[config.mk]
export PLATFORM = sky130hd
export DESIGN_NAME = fetch_probe_top
export DESIGN_NICKNAME = d
export VERILOG_FILES = /design/src/hw/fetch_pkg.sv /design/src/hw/fetch_probe_top.sv /design/src/hw/fetch_cfg_regs.sv /design/src/hw/sys_instr_decoder.sv /design/src/hw/instr_fetch.sv
export SDC_FILE = /design/constraint.sdc
export NUM_CORES = 1
export LEC_CHECK = 0
export BUFFER_PORTS_ARGS = -buffer_cell sky130_fd_sc_hd__clkbuf_2
export CAP_MARGIN = 5
export CORE_MARGIN = 4
export CORE_UTILIZATION = 64
export DETAILED_ROUTE_END_ITERATION = 7
export GPL_TIMING_DRIVEN = 0
export PLACE_DENSITY_LB_ADDON = 0.1
export REMOVE_ABC_BUFFERS = 1
export SKIP_CTS_REPAIR_TIMING = 1
export SYNTH_ARGS = -nofsm -noshare
export SYNTH_HDL_FRONTEND = slang
export SYNTH_SLANG_ARGS = --single-unit
[constraint.sdc]
create_clock -name clk_i -period 7.59 [get_ports clk_i]
set_input_delay 1.518 -clock clk_i [delete_from_list [all_inputs] [get_ports clk_i]]
set_output_delay 1.518 -clock clk_i [all_outputs]
set_load 0.1 [all_outputs]
[src/hw/fetch_pkg.sv]
// ******************************
// Fetch probe shared types, class codes,
// register map and opcode constants
// ******************************

`default_nettype none

package fetch_pkg;

  // Datapath widths
  typedef logic [31:0] addr_t;
  typedef logic [31:0] instr_t;
  typedef logic [2:0]  class_t;
  typedef logic [15:0] count_t;
  typedef logic [3:0]  reg_addr_t;

  // Instruction classes, one event counter each
  localparam class_t CLASS_OTHER     = 3'd0;
  localparam class_t CLASS_ECALL     = 3'd1;
  localparam class_t CLASS_EBREAK    = 3'd2;
  localparam class_t CLASS_MRET      = 3'd3;
  localparam class_t CLASS_DRET      = 3'd4;
  localparam class_t CLASS_WFI       = 3'd5;
  localparam class_t CLASS_ILLEGAL   = 3'd6;
  localparam class_t CLASS_FETCH_ERR = 3'd7;
  localparam int     NUM_CLASSES     = 8;

  // Register port word indices
  localparam reg_addr_t REG_CTRL       = 4'd0;
  localparam reg_addr_t REG_BOOT       = 4'd1;
  localparam reg_addr_t REG_COUNT_BASE = 4'd8;

  // RV32 major opcodes
  localparam logic [6:0] OPC_SYSTEM = 7'b1110011;
  localparam logic [6:0] OPC_JAL    = 7'b1101111;

  // funct12 of the privileged SYSTEM instructions
  localparam logic [11:0] F12_ECALL  = 12'h000;
  localparam logic [11:0] F12_EBREAK = 12'h001;
  localparam logic [11:0] F12_MRET   = 12'h302;
  localparam logic [11:0] F12_DRET   = 12'h7b2;
  localparam logic [11:0] F12_WFI    = 12'h105;

  localparam addr_t BOOT_RESET = 32'h0000_0080;

endpackage

`default_nettype wire
[src/hw/fetch_probe_top.sv]
// ******************************
// Fetch probe subsystem top: fetch unit,
// decoder and register block
// ******************************

`timescale 1ns/10ps
`default_nettype none

module fetch_probe_top (
  input  wire                    clk_i,
  input  wire                    rst_n_i,

  output logic                   instr_req_o,
  output fetch_pkg::addr_t       instr_addr_o,
  input  wire                    instr_gnt_i,
  input  wire                    instr_rvalid_i,
  input  fetch_pkg::instr_t      instr_rdata_i,
  input  wire                    instr_err_i,

  input  wire                    irq_i,

  input  wire                    reg_we_i,
  input  fetch_pkg::reg_addr_t   reg_addr_i,
  input  wire [31:0]             reg_wdata_i,
  output logic [31:0]            reg_rdata_o,

  output logic                   instr_valid_o,
  output fetch_pkg::class_t      instr_class_o,
  output fetch_pkg::addr_t       instr_pc_o,
  output logic                   core_sleep_o
);

  import fetch_pkg::*;

  logic   fetch_enable;
  addr_t  boot_addr;
  logic   word_valid;
  logic   jump_taken;
  addr_t  jump_target;
  class_t word_class;

  instr_fetch i_fetch (
    .clk_i          (clk_i         ),
    .rst_n_i        (rst_n_i       ),
    .fetch_enable_i (fetch_enable  ),
    .boot_addr_i    (boot_addr     ),
    .instr_req_o    (instr_req_o   ),
    .instr_addr_o   (instr_addr_o  ),
    .instr_gnt_i    (instr_gnt_i   ),
    .instr_rvalid_i (instr_rvalid_i),
    .irq_i          (irq_i         ),
    .word_valid_o   (word_valid    ),
    .jump_taken_i   (jump_taken    ),
    .jump_target_i  (jump_target   ),
    .class_i        (word_class    ),
    .instr_valid_o  (instr_valid_o ),
    .instr_class_o  (instr_class_o ),
    .instr_pc_o     (instr_pc_o    ),
    .core_sleep_o   (core_sleep_o  )
  );

  // Decodes the word while rvalid is high, addr still holds its pc
  sys_instr_decoder i_decoder (
    .word_valid_i  (word_valid   ),
    .rdata_i       (instr_rdata_i),
    .err_i         (instr_err_i  ),
    .pc_i          (instr_addr_o ),
    .class_o       (word_class   ),
    .jump_taken_o  (jump_taken   ),
    .jump_target_o (jump_target  )
  );

  fetch_cfg_regs i_regs (
    .clk_i          (clk_i        ),
    .rst_n_i        (rst_n_i      ),
    .reg_we_i       (reg_we_i     ),
    .reg_addr_i     (reg_addr_i   ),
    .reg_wdata_i    (reg_wdata_i  ),
    .reg_rdata_o    (reg_rdata_o  ),
    .instr_valid_i  (instr_valid_o),
    .instr_class_i  (instr_class_o),
    .fetch_enable_o (fetch_enable ),
    .boot_addr_o    (boot_addr    )
  );

endmodule

`default_nettype wire

[src/hw/fetch_cfg_regs.sv]
// ******************************
// Fetch control registers and
// per-class event counters
// ******************************

`timescale 1ns/10ps
`default_nettype none

module fetch_cfg_regs (
  input  wire                    clk_i,
  input  wire                    rst_n_i,

  input  wire                    reg_we_i,
  input  fetch_pkg::reg_addr_t   reg_addr_i,
  input  wire [31:0]             reg_wdata_i,
  output logic [31:0]            reg_rdata_o,

  input  wire                    instr_valid_i,
  input  fetch_pkg::class_t      instr_class_i,

  output logic                   fetch_enable_o,
  output fetch_pkg::addr_t       boot_addr_o
);

  import fetch_pkg::*;

  logic   enable_q;
  addr_t  boot_q;
  count_t cnt_q [NUM_CLASSES];
  logic [2:0] cnt_sel;

  always_ff @(posedge clk_i) begin
    if (!rst_n_i) begin
      enable_q <= 1'b0;
      boot_q   <= BOOT_RESET;
    end else if (reg_we_i) begin
      if (reg_addr_i == REG_CTRL) begin
        enable_q <= reg_wdata_i[0];
      end
      if (reg_addr_i == REG_BOOT) begin
        boot_q <= reg_wdata_i;
      end
    end
  end

  // One counter per class, a write clears it
  for (genvar k = 0; k < NUM_CLASSES; k++) begin : g_cnt
    always_ff @(posedge clk_i) begin
      if (!rst_n_i) begin
        cnt_q[k] <= '0;
      end else if (reg_we_i && (reg_addr_i == REG_COUNT_BASE + reg_addr_t'(k))) begin
        cnt_q[k] <= '0;
      end else if (instr_valid_i && (instr_class_i == class_t'(k))) begin
        // Wraps at full scale
        cnt_q[k] <= cnt_q[k] + count_t'(1);
      end
    end
  end

  assign cnt_sel = 3'(reg_addr_i - REG_COUNT_BASE);

  // Combinational read
  always_comb begin
    reg_rdata_o = '0;
    if (reg_addr_i >= REG_COUNT_BASE) begin
      reg_rdata_o = {16'd0, cnt_q[cnt_sel]};
    end else if (reg_addr_i == REG_CTRL) begin
      reg_rdata_o = {31'd0, enable_q};
    end else if (reg_addr_i == REG_BOOT) begin
      reg_rdata_o = boot_q;
    end
  end

  assign fetch_enable_o = enable_q;
  assign boot_addr_o    = boot_q;

endmodule

`default_nettype wire

[src/hw/sys_instr_decoder.sv]
// ******************************
// Classifies fetched words and
// computes JAL targets
// ******************************

`timescale 1ns/10ps
`default_nettype none

module sys_instr_decoder (
  input  wire                word_valid_i,
  input  fetch_pkg::instr_t  rdata_i,
  input  wire                err_i,
  input  fetch_pkg::addr_t   pc_i,
  output fetch_pkg::class_t  class_o,
  output logic               jump_taken_o,
  output fetch_pkg::addr_t   jump_target_o
);

  import fetch_pkg::*;

  logic [6:0]  opcode;
  logic [4:0]  rd;
  logic [2:0]  funct3;
  logic [4:0]  rs1;
  logic [11:0] funct12;
  logic        sys_plain;
  logic        bad_word;
  addr_t       j_imm;
  class_t      word_class;

  assign opcode  = rdata_i[6:0];
  assign rd      = rdata_i[11:7];
  assign funct3  = rdata_i[14:12];
  assign rs1     = rdata_i[19:15];
  assign funct12 = rdata_i[31:20];

  // SYSTEM with all operand fields zero
  assign sys_plain = (opcode == OPC_SYSTEM) && (funct3 == 3'b000) &&
                     (rs1 == 5'd0) && (rd == 5'd0);

  // Compressed encodings and all-zero/all-one words
  assign bad_word = (rdata_i[1:0] != 2'b11) || (rdata_i == '0) || (rdata_i == '1);

  always_comb begin
    word_class = CLASS_OTHER;
    if (err_i) begin
      word_class = CLASS_FETCH_ERR;
    end else if (bad_word) begin
      word_class = CLASS_ILLEGAL;
    end else if (sys_plain) begin
      case (funct12)
        F12_ECALL:  word_class = CLASS_ECALL;
        F12_EBREAK: word_class = CLASS_EBREAK;
        F12_MRET:   word_class = CLASS_MRET;
        F12_DRET:   word_class = CLASS_DRET;
        F12_WFI:    word_class = CLASS_WFI;
        default:    word_class = CLASS_ILLEGAL;
      endcase
    end
  end

  assign class_o = word_valid_i ? word_class : CLASS_OTHER;

  // J-type immediate, bit 0 always zero
  assign j_imm = {{11{rdata_i[31]}}, rdata_i[31], rdata_i[19:12],
                  rdata_i[20], rdata_i[30:21], 1'b0};

  // A faulting fetch never redirects
  assign jump_taken_o  = word_valid_i && !err_i && (opcode == OPC_JAL);
  assign jump_target_o = pc_i + j_imm;

endmodule

`default_nettype wire

[src/hw/instr_fetch.sv]
// ******************************
// Instruction fetch unit: one outstanding
// request, PC update, wfi sleep
// ******************************

`timescale 1ns/10ps
`default_nettype none

module instr_fetch (
  input  wire                clk_i,
  input  wire                rst_n_i,

  input  wire                fetch_enable_i,
  input  fetch_pkg::addr_t   boot_addr_i,

  output logic               instr_req_o,
  output fetch_pkg::addr_t   instr_addr_o,
  input  wire                instr_gnt_i,
  input  wire                instr_rvalid_i,

  input  wire                irq_i,

  output logic               word_valid_o,
  input  wire                jump_taken_i,
  input  fetch_pkg::addr_t   jump_target_i,
  input  fetch_pkg::class_t  class_i,

  output logic               instr_valid_o,
  output fetch_pkg::class_t  instr_class_o,
  output fetch_pkg::addr_t   instr_pc_o,
  output logic               core_sleep_o
);

  import fetch_pkg::*;

  typedef enum logic [2:0] {
    ST_IDLE,
    ST_REQ,
    ST_WAIT,
    ST_REPORT,
    ST_SLEEP
  } state_e;

  state_e state_q;
  state_e state_d;
  addr_t  pc_q;
  addr_t  rep_pc_q;
  class_t rep_class_q;
  logic   valid_q;

  // Word accepted from the memory this cycle
  assign word_valid_o = (state_q == ST_WAIT) && instr_rvalid_i;

  // Report cycle raises the next request straight away unless disabled
  assign instr_req_o  = (state_q == ST_REQ) ||
                        ((state_q == ST_REPORT) && fetch_enable_i);
  assign instr_addr_o = pc_q;

  always_comb begin
    state_d = state_q;
    case (state_q)
      ST_IDLE: begin
        if (fetch_enable_i) begin
          state_d = ST_REQ;
        end
      end
      // Hold req and addr until granted
      ST_REQ: begin
        if (instr_gnt_i) begin
          state_d = ST_WAIT;
        end
      end
      ST_WAIT: begin
        if (instr_rvalid_i) begin
          state_d = (class_i == CLASS_WFI) ? ST_SLEEP : ST_REPORT;
        end
      end
      ST_REPORT: begin
        if (!fetch_enable_i) begin
          state_d = ST_IDLE;
        end else if (instr_gnt_i) begin
          state_d = ST_WAIT;
        end else begin
          state_d = ST_REQ;
        end
      end
      // Wake on interrupt, pc already points past the wfi
      ST_SLEEP: begin
        if (irq_i) begin
          state_d = fetch_enable_i ? ST_REQ : ST_IDLE;
        end
      end
      default: state_d = ST_IDLE;
    endcase
  end

  always_ff @(posedge clk_i) begin
    if (!rst_n_i) begin
      state_q <= ST_IDLE;
      valid_q <= 1'b0;
    end else begin
      state_q <= state_d;
      valid_q <= word_valid_o;
    end
  end

  // PC and reported word info
  always_ff @(posedge clk_i) begin
    if ((state_q == ST_IDLE) && fetch_enable_i) begin
      pc_q <= boot_addr_i;
    end else if (word_valid_o) begin
      pc_q        <= jump_taken_i ? jump_target_i : pc_q + addr_t'(4);
      rep_pc_q    <= pc_q;
      rep_class_q <= class_i;
    end
  end

  assign instr_valid_o = valid_q;
  assign instr_class_o = rep_class_q;
  assign instr_pc_o    = rep_pc_q;
  assign core_sleep_o  = (state_q == ST_SLEEP);

endmodule

`default_nettype wire

### Word level (Yosys, flattened, before mapping)

Memory sizes are Yosys's and may differ from the RTL's.
Index checks and enable logic that the tools add are counted.

* register bits after elaboration: 104
* latch bits: 0
* RAM bits: 128
* memory bits (read-only): 0
* input port bits: 75
* output and inout bits: 102
* word-level logic and storage cells: 204
* memories kept: 1

* $add $sub $neg: 11
* $mul: 0
* divide/modulo/power cells: 0
* magnitude comparators: 1
* equality and inequality tests: 33
* shift-type cells: 0
* mux-type cells: 93
* bitwise gates (word level): 17
* reductions and logical operators: 41

Memories
* i_regs.cnt_q: words 8, bits a word 16, rd ports 9, clocked after memory_dff 0, write ports 8, RTL line fetch_cfg_regs.sv:29 `count_t cnt_q [NUM_CLASSES];`

Operator list (count)
* $mux W16: 16
* $mux W32: 6
* $add A16 B1 Y16 const B: 8
* $mux W1: 58
* $add A32 B3 Y32 const B: 1
* $add A32 B32 Y32: 1
* $eq A32 B32 Y1 const B: 1
* $eq A4 B4 Y1 const B: 8
* $logic_not A32 Y1: 1
* $mux W3: 10
* $pmux W3 S5: 2
* $logic_and A1 B1 Y1: 24
* $eq A3 B3 Y1 const B: 6
* $or A1 B1 Y1: 16
* $eq A7 B7 Y1 const B: 2
* $eq A12 B1 Y1 const B: 1
* $eq A12 B10 Y1 const B: 1
* $eq A12 B11 Y1 const B: 1
* $eq A12 B9 Y1 const B: 1
* $eq A3 B2 Y1 const B: 4
* $logic_not A12 Y1: 1
* $logic_not A5 Y1: 2
* $logic_not A3 Y1: 3
* $ne A2 B2 Y1 const B: 4
* other kinds (13): 18

### Longest topological paths before layout

* depth in word-level cells: 12
* mapped depth: 12
* gate-level depth less buffers: 12

### By module

Synthesis repeated with hierarchy kept, for this count alone.

* cell total of the unflattened synthesis: 1568
* area, all modules: 15015.7 µm²

Modules (own cells, without submodules)
* fetch_cfg_regs: times used 1, cells an instance 950, area an instance 9367.7 µm², seq. area each 4504.3 µm²
* instr_fetch: times used 1, cells an instance 333, area an instance 3621.0 µm², seq. area each 2092.0 µm²
* sys_instr_decoder: times used 1, cells an instance 285, area an instance 2026.9 µm², seq. area each 0.0 µm²

### Worst setup path before layout

OpenSTA, ideal clock, no wires.

* kind: input to output
* from: input reg_addr_i[1]
* to: output reg_rdata_o[10]
* data arrival time: 4.801 ns
* required time: 6.072 ns
* setup slack: 1.271 ns
* stages on the path: 5
* buffers on the path: 2
* path through: buf_2 buf_1 mux4_2 a22oi_1 o21ai_0

* longest elaborated chain between the ends: 4
* elaborated cells on any way between the ends: 8
* those cells by class: add/sub (1); order compare (1); eq/ne (1); mux (3); reduce/logical (1); memory (1)

RTL lines
* from (decl): RTL line fetch_probe_top.sv:23 `input fetch_pkg::reg_addr_t reg_addr_i,`
* branches (longest 3 deep; another with $mem_v2 Z8 W16)
* $mux W32 (*): RTL line fetch_cfg_regs.sv:65 `if (reg_addr_i >= REG_COUNT_BASE) begin`
* to (decl): RTL line fetch_probe_top.sv:25 `output logic [31:0] reg_rdata_o,`

Mark *: on every way between the ends.

### Worst setup path after layout

* from: input reg_addr_i[0]
* to: output reg_rdata_o[26]

* longest elaborated chain between the ends: 4
* elaborated cells on any way between the ends: 6
* those cells by class: order compare (1); eq/ne (1); mux (3); reduce/logical (1)

RTL lines
* $eq A4 B1 Y1: RTL line fetch_cfg_regs.sv:69 `end else if (reg_addr_i == REG_BOOT) begin`
* $mux W32: RTL line fetch_cfg_regs.sv:69
* $mux W32: RTL line fetch_cfg_regs.sv:67 `end else if (reg_addr_i == REG_CTRL) begin`
* $mux W32 (*): RTL line fetch_cfg_regs.sv:65

Every way passes the cells marked *; elsewhere a longest branch is shown, timed or not.

==> reports/metrics.yaml <==
status: "finished clean"
dp_slack_ns: 0.6394
cp_data_arrival_time_ns: 5.01
worstSetupStartpointType: "input port"
worst_slew_pin_slew_ns: 1.244
ys_ff_latch: 232
rows: 53
fmax_ghz: 0.1531
die_w_um: 155.9
io_buffers: 176
top_layer: "met4"
firstDrtPassIters: 5
diodes: 0
whs_path_depth: 2
vias_per_cell: 6.384
dr_wl_met3_um: 4128
maxSlewViolCount: 0
globalplace.congestion: 0.9266
cts_sinks: 232
drtIter0Drc: 1192
core_area_um2: 21290
synth-async-reset-ratio_pct: 0
dp_hpwl_um: 27800
final_cell_mix: "edfxtp_1, clkbuf_2, nor2_1, nand2_1, a21oi_1"
synth_cells: 1436
final_common_cell: "edfxtp_1"
die_h_um: 155.9
initial_core_util_pct: 65.80
numCtsBuffers: 25
fin_util_pct: 74.89
min_to: "i_regs.boot_addr_o[28]$_SDFFE_PN0P_"
dr_wl_met2_um: 17350
setup_viol: 0
fillCellCount: 1495
crit_fanout: 38
grt_usage_pct: 30.13
leakagePower_nw: 5.875
die_area_um2: 24320
wl_per_cell_um: 19.93
period_share_pct: 86.05
htreeDepth: 1
drc: 0
rsz0062_at_grt: "no"
total_power_mw: 2.885
cts_tree: "yes"
seq_area_frac_synth_pct: 47.09
ys.flop_type: "edfxtp_1"
grt_pass1_wl_um: 58370
ys_warn_count: 0
r2r_setup_slack_ns: 4.08
totalWireLength_um: 37540
syn-mean-instance-area_um2: 9.754
hold_class: "reg -> reg"
final-hold-violation-count: 0
fin_crit_ns: 6.531
reg2reg_to: "i_fetch.instr_addr_o[17]$_DFFE_PN_"
root_buffer: "clkbuf_16"
path_class: "in -> out"
final.setup_skew_ns: 0.009124
crit_path_end_kind: "primary output"
worstRegToRegCells: 7
cts_max_path_buffers: 3
wl_met1_um: 14830
reg2reg_from: "i_fetch.state_q[1]$_SDFFE_PN0P_"
netlist_area_um2: 14010
fin_setup_tns_ns: 0
slew_headroom_pct: 17.08
synth_edf_count: 195
syn2layout_area_growth_pct: 13.81
gr-total-overflow: 0
maxCapViolations: 0
ant_nets: 0
nNetsFinal: 1705
clk_pin_slew_worst_paths_ns: 0.06
drive_above_1_share_pct: 17.04
required_ns: 6.07
grt_pass1_vias: 10950
antenna_found_initial: 0
synth_cell_types: 64
setup_ws_ns: 1.059
ir_drop_v: 0.0002049
clk_latency_ns: 0.53
p_per_area_nw_per_um2: 181.0
hold_path_startpoint: "i_regs.boot_addr_o[28]$_SDFFE_PN0P_"
grt_max_degree: 39
boundaryPins: 177
dr_total_vias: 12020
==> state kept, by name, summed over array words and instances (netlist names) <==
| signal | flops |
|---|---|
| i_fetch.instr_addr_o | 32 |
| i_fetch.instr_class_o | 3 |
| i_fetch.instr_pc_o | 32 |
| i_fetch.instr_valid_o | 1 |
| i_fetch.state_q | 3 |
| i_regs.boot_addr_o | 32 |
| i_regs.cnt_q | 128 |
| i_regs.fetch_enable_o | 1 |
==> cells in the mapped netlist (all sizes together), types with 10 or more instances <==
cell | n | area share [%]
a21o | 19 | 1.0
a21oi | 114 | 4.1
a22oi | 18 | 0.96
and2 | 22 | 0.98
and3 | 27 | 1.2
and4 | 10 | 0.63
clkbuf | 53 | 1.4
dfxtp | 37 | 5.3
edfxtp | 195 | 42
ha | 39 | 3.5
inv | 39 | 1.0
mux4 | 32 | 5.1
nand2 | 169 | 4.5
nand2b | 13 | 0.58
nand3 | 88 | 3.2
nand4 | 37 | 1.7
nor2 | 171 | 4.6
nor3 | 17 | 0.61
o21ai | 80 | 2.9
or3 | 34 | 1.5
xnor2 | 46 | 2.9
xor2 | 80 | 5.0
==> worst max-delay path by stage <==
stage / end / startpoint / slack, ns
global placement: reg_rdata_o[23] / reg_addr_i[0] / 0.64
global route: reg_rdata_o[27] / reg_addr_i[0] / 0.86
CTS: reg_rdata_o[23] / reg_addr_i[0] / 0.63
detailed placement: reg_rdata_o[23] / reg_addr_i[0] / 0.64
floorplan: reg_rdata_o[10] / reg_addr_i[0] / 1.47
finish: reg_rdata_o[26] / reg_addr_i[0] / 1.06
==> stage by stage <==
| step | cells | cell area, um2 | hold slack [ns] |
|---|---|---|---|
| after floorplan | 1377 | 13780 | 0.4416 |
| after global placement | 1828 | 15010 | 0.4555 |
| after detailed placement | 1836 | 15150 | 0.4593 |
| after CTS | 1881 | 15910 | 0.4693 |
| after global routing | 1883 | 15940 | 0.4887 |
| final | 1883 | 15940 | 0.4730 |
==> routing by layer <==
layer,up-vias,track usage (%)
li1,5589,-
met1,5669,42.66
met2,670,48.70
met3,93,4.355
met4,0,9.337
met5,-,0
==> cell type report <==
class	count	area, um2	area share [%]
Clock buffer	32	671.9	4.215
Timing Repair Buffer	186	1015	6.365
Multi-Input combinational cell	1106	7083	44.43
Sequential cell	232	6596	41.38
Tap cell	275	344.1	2.158
Clock inverter	13	85.08	0.5337
Inverter	39	146.4	0.9183
==> cell families (layout without fill, tap and decap cells) <==
kind of cell,Yosys count,count (layout),share of synthesized area (%)
fa+ha+maj,40,40,3.627
compound gates,286,286,12.22
buf+inv,98,270,2.653
xor+xnor,126,126,7.879
flops,232,232,47.09
mux,38,38,5.583
simple gates,616,616,20.95
==> critical path, stage by stage <==
cell and delay [ns]:
clkbuf_2 0.83, nor2b_1 0.29, nor2b_1 0.95, nor2b_1 0.47
buf_4 0.28, and2_1 0.17, clkbuf_2 0.47
==> where the power goes <==
part	internal (mW)	switching, mW	leakage [nW]
Sequential	1.41	0.0419	2.23
Clock	0.630	0.505	0.369
Combinational	0.105	0.195	3.27
Total	2.14	0.742	5.88
No activity file was read; power rests on OpenSTA's default activity.
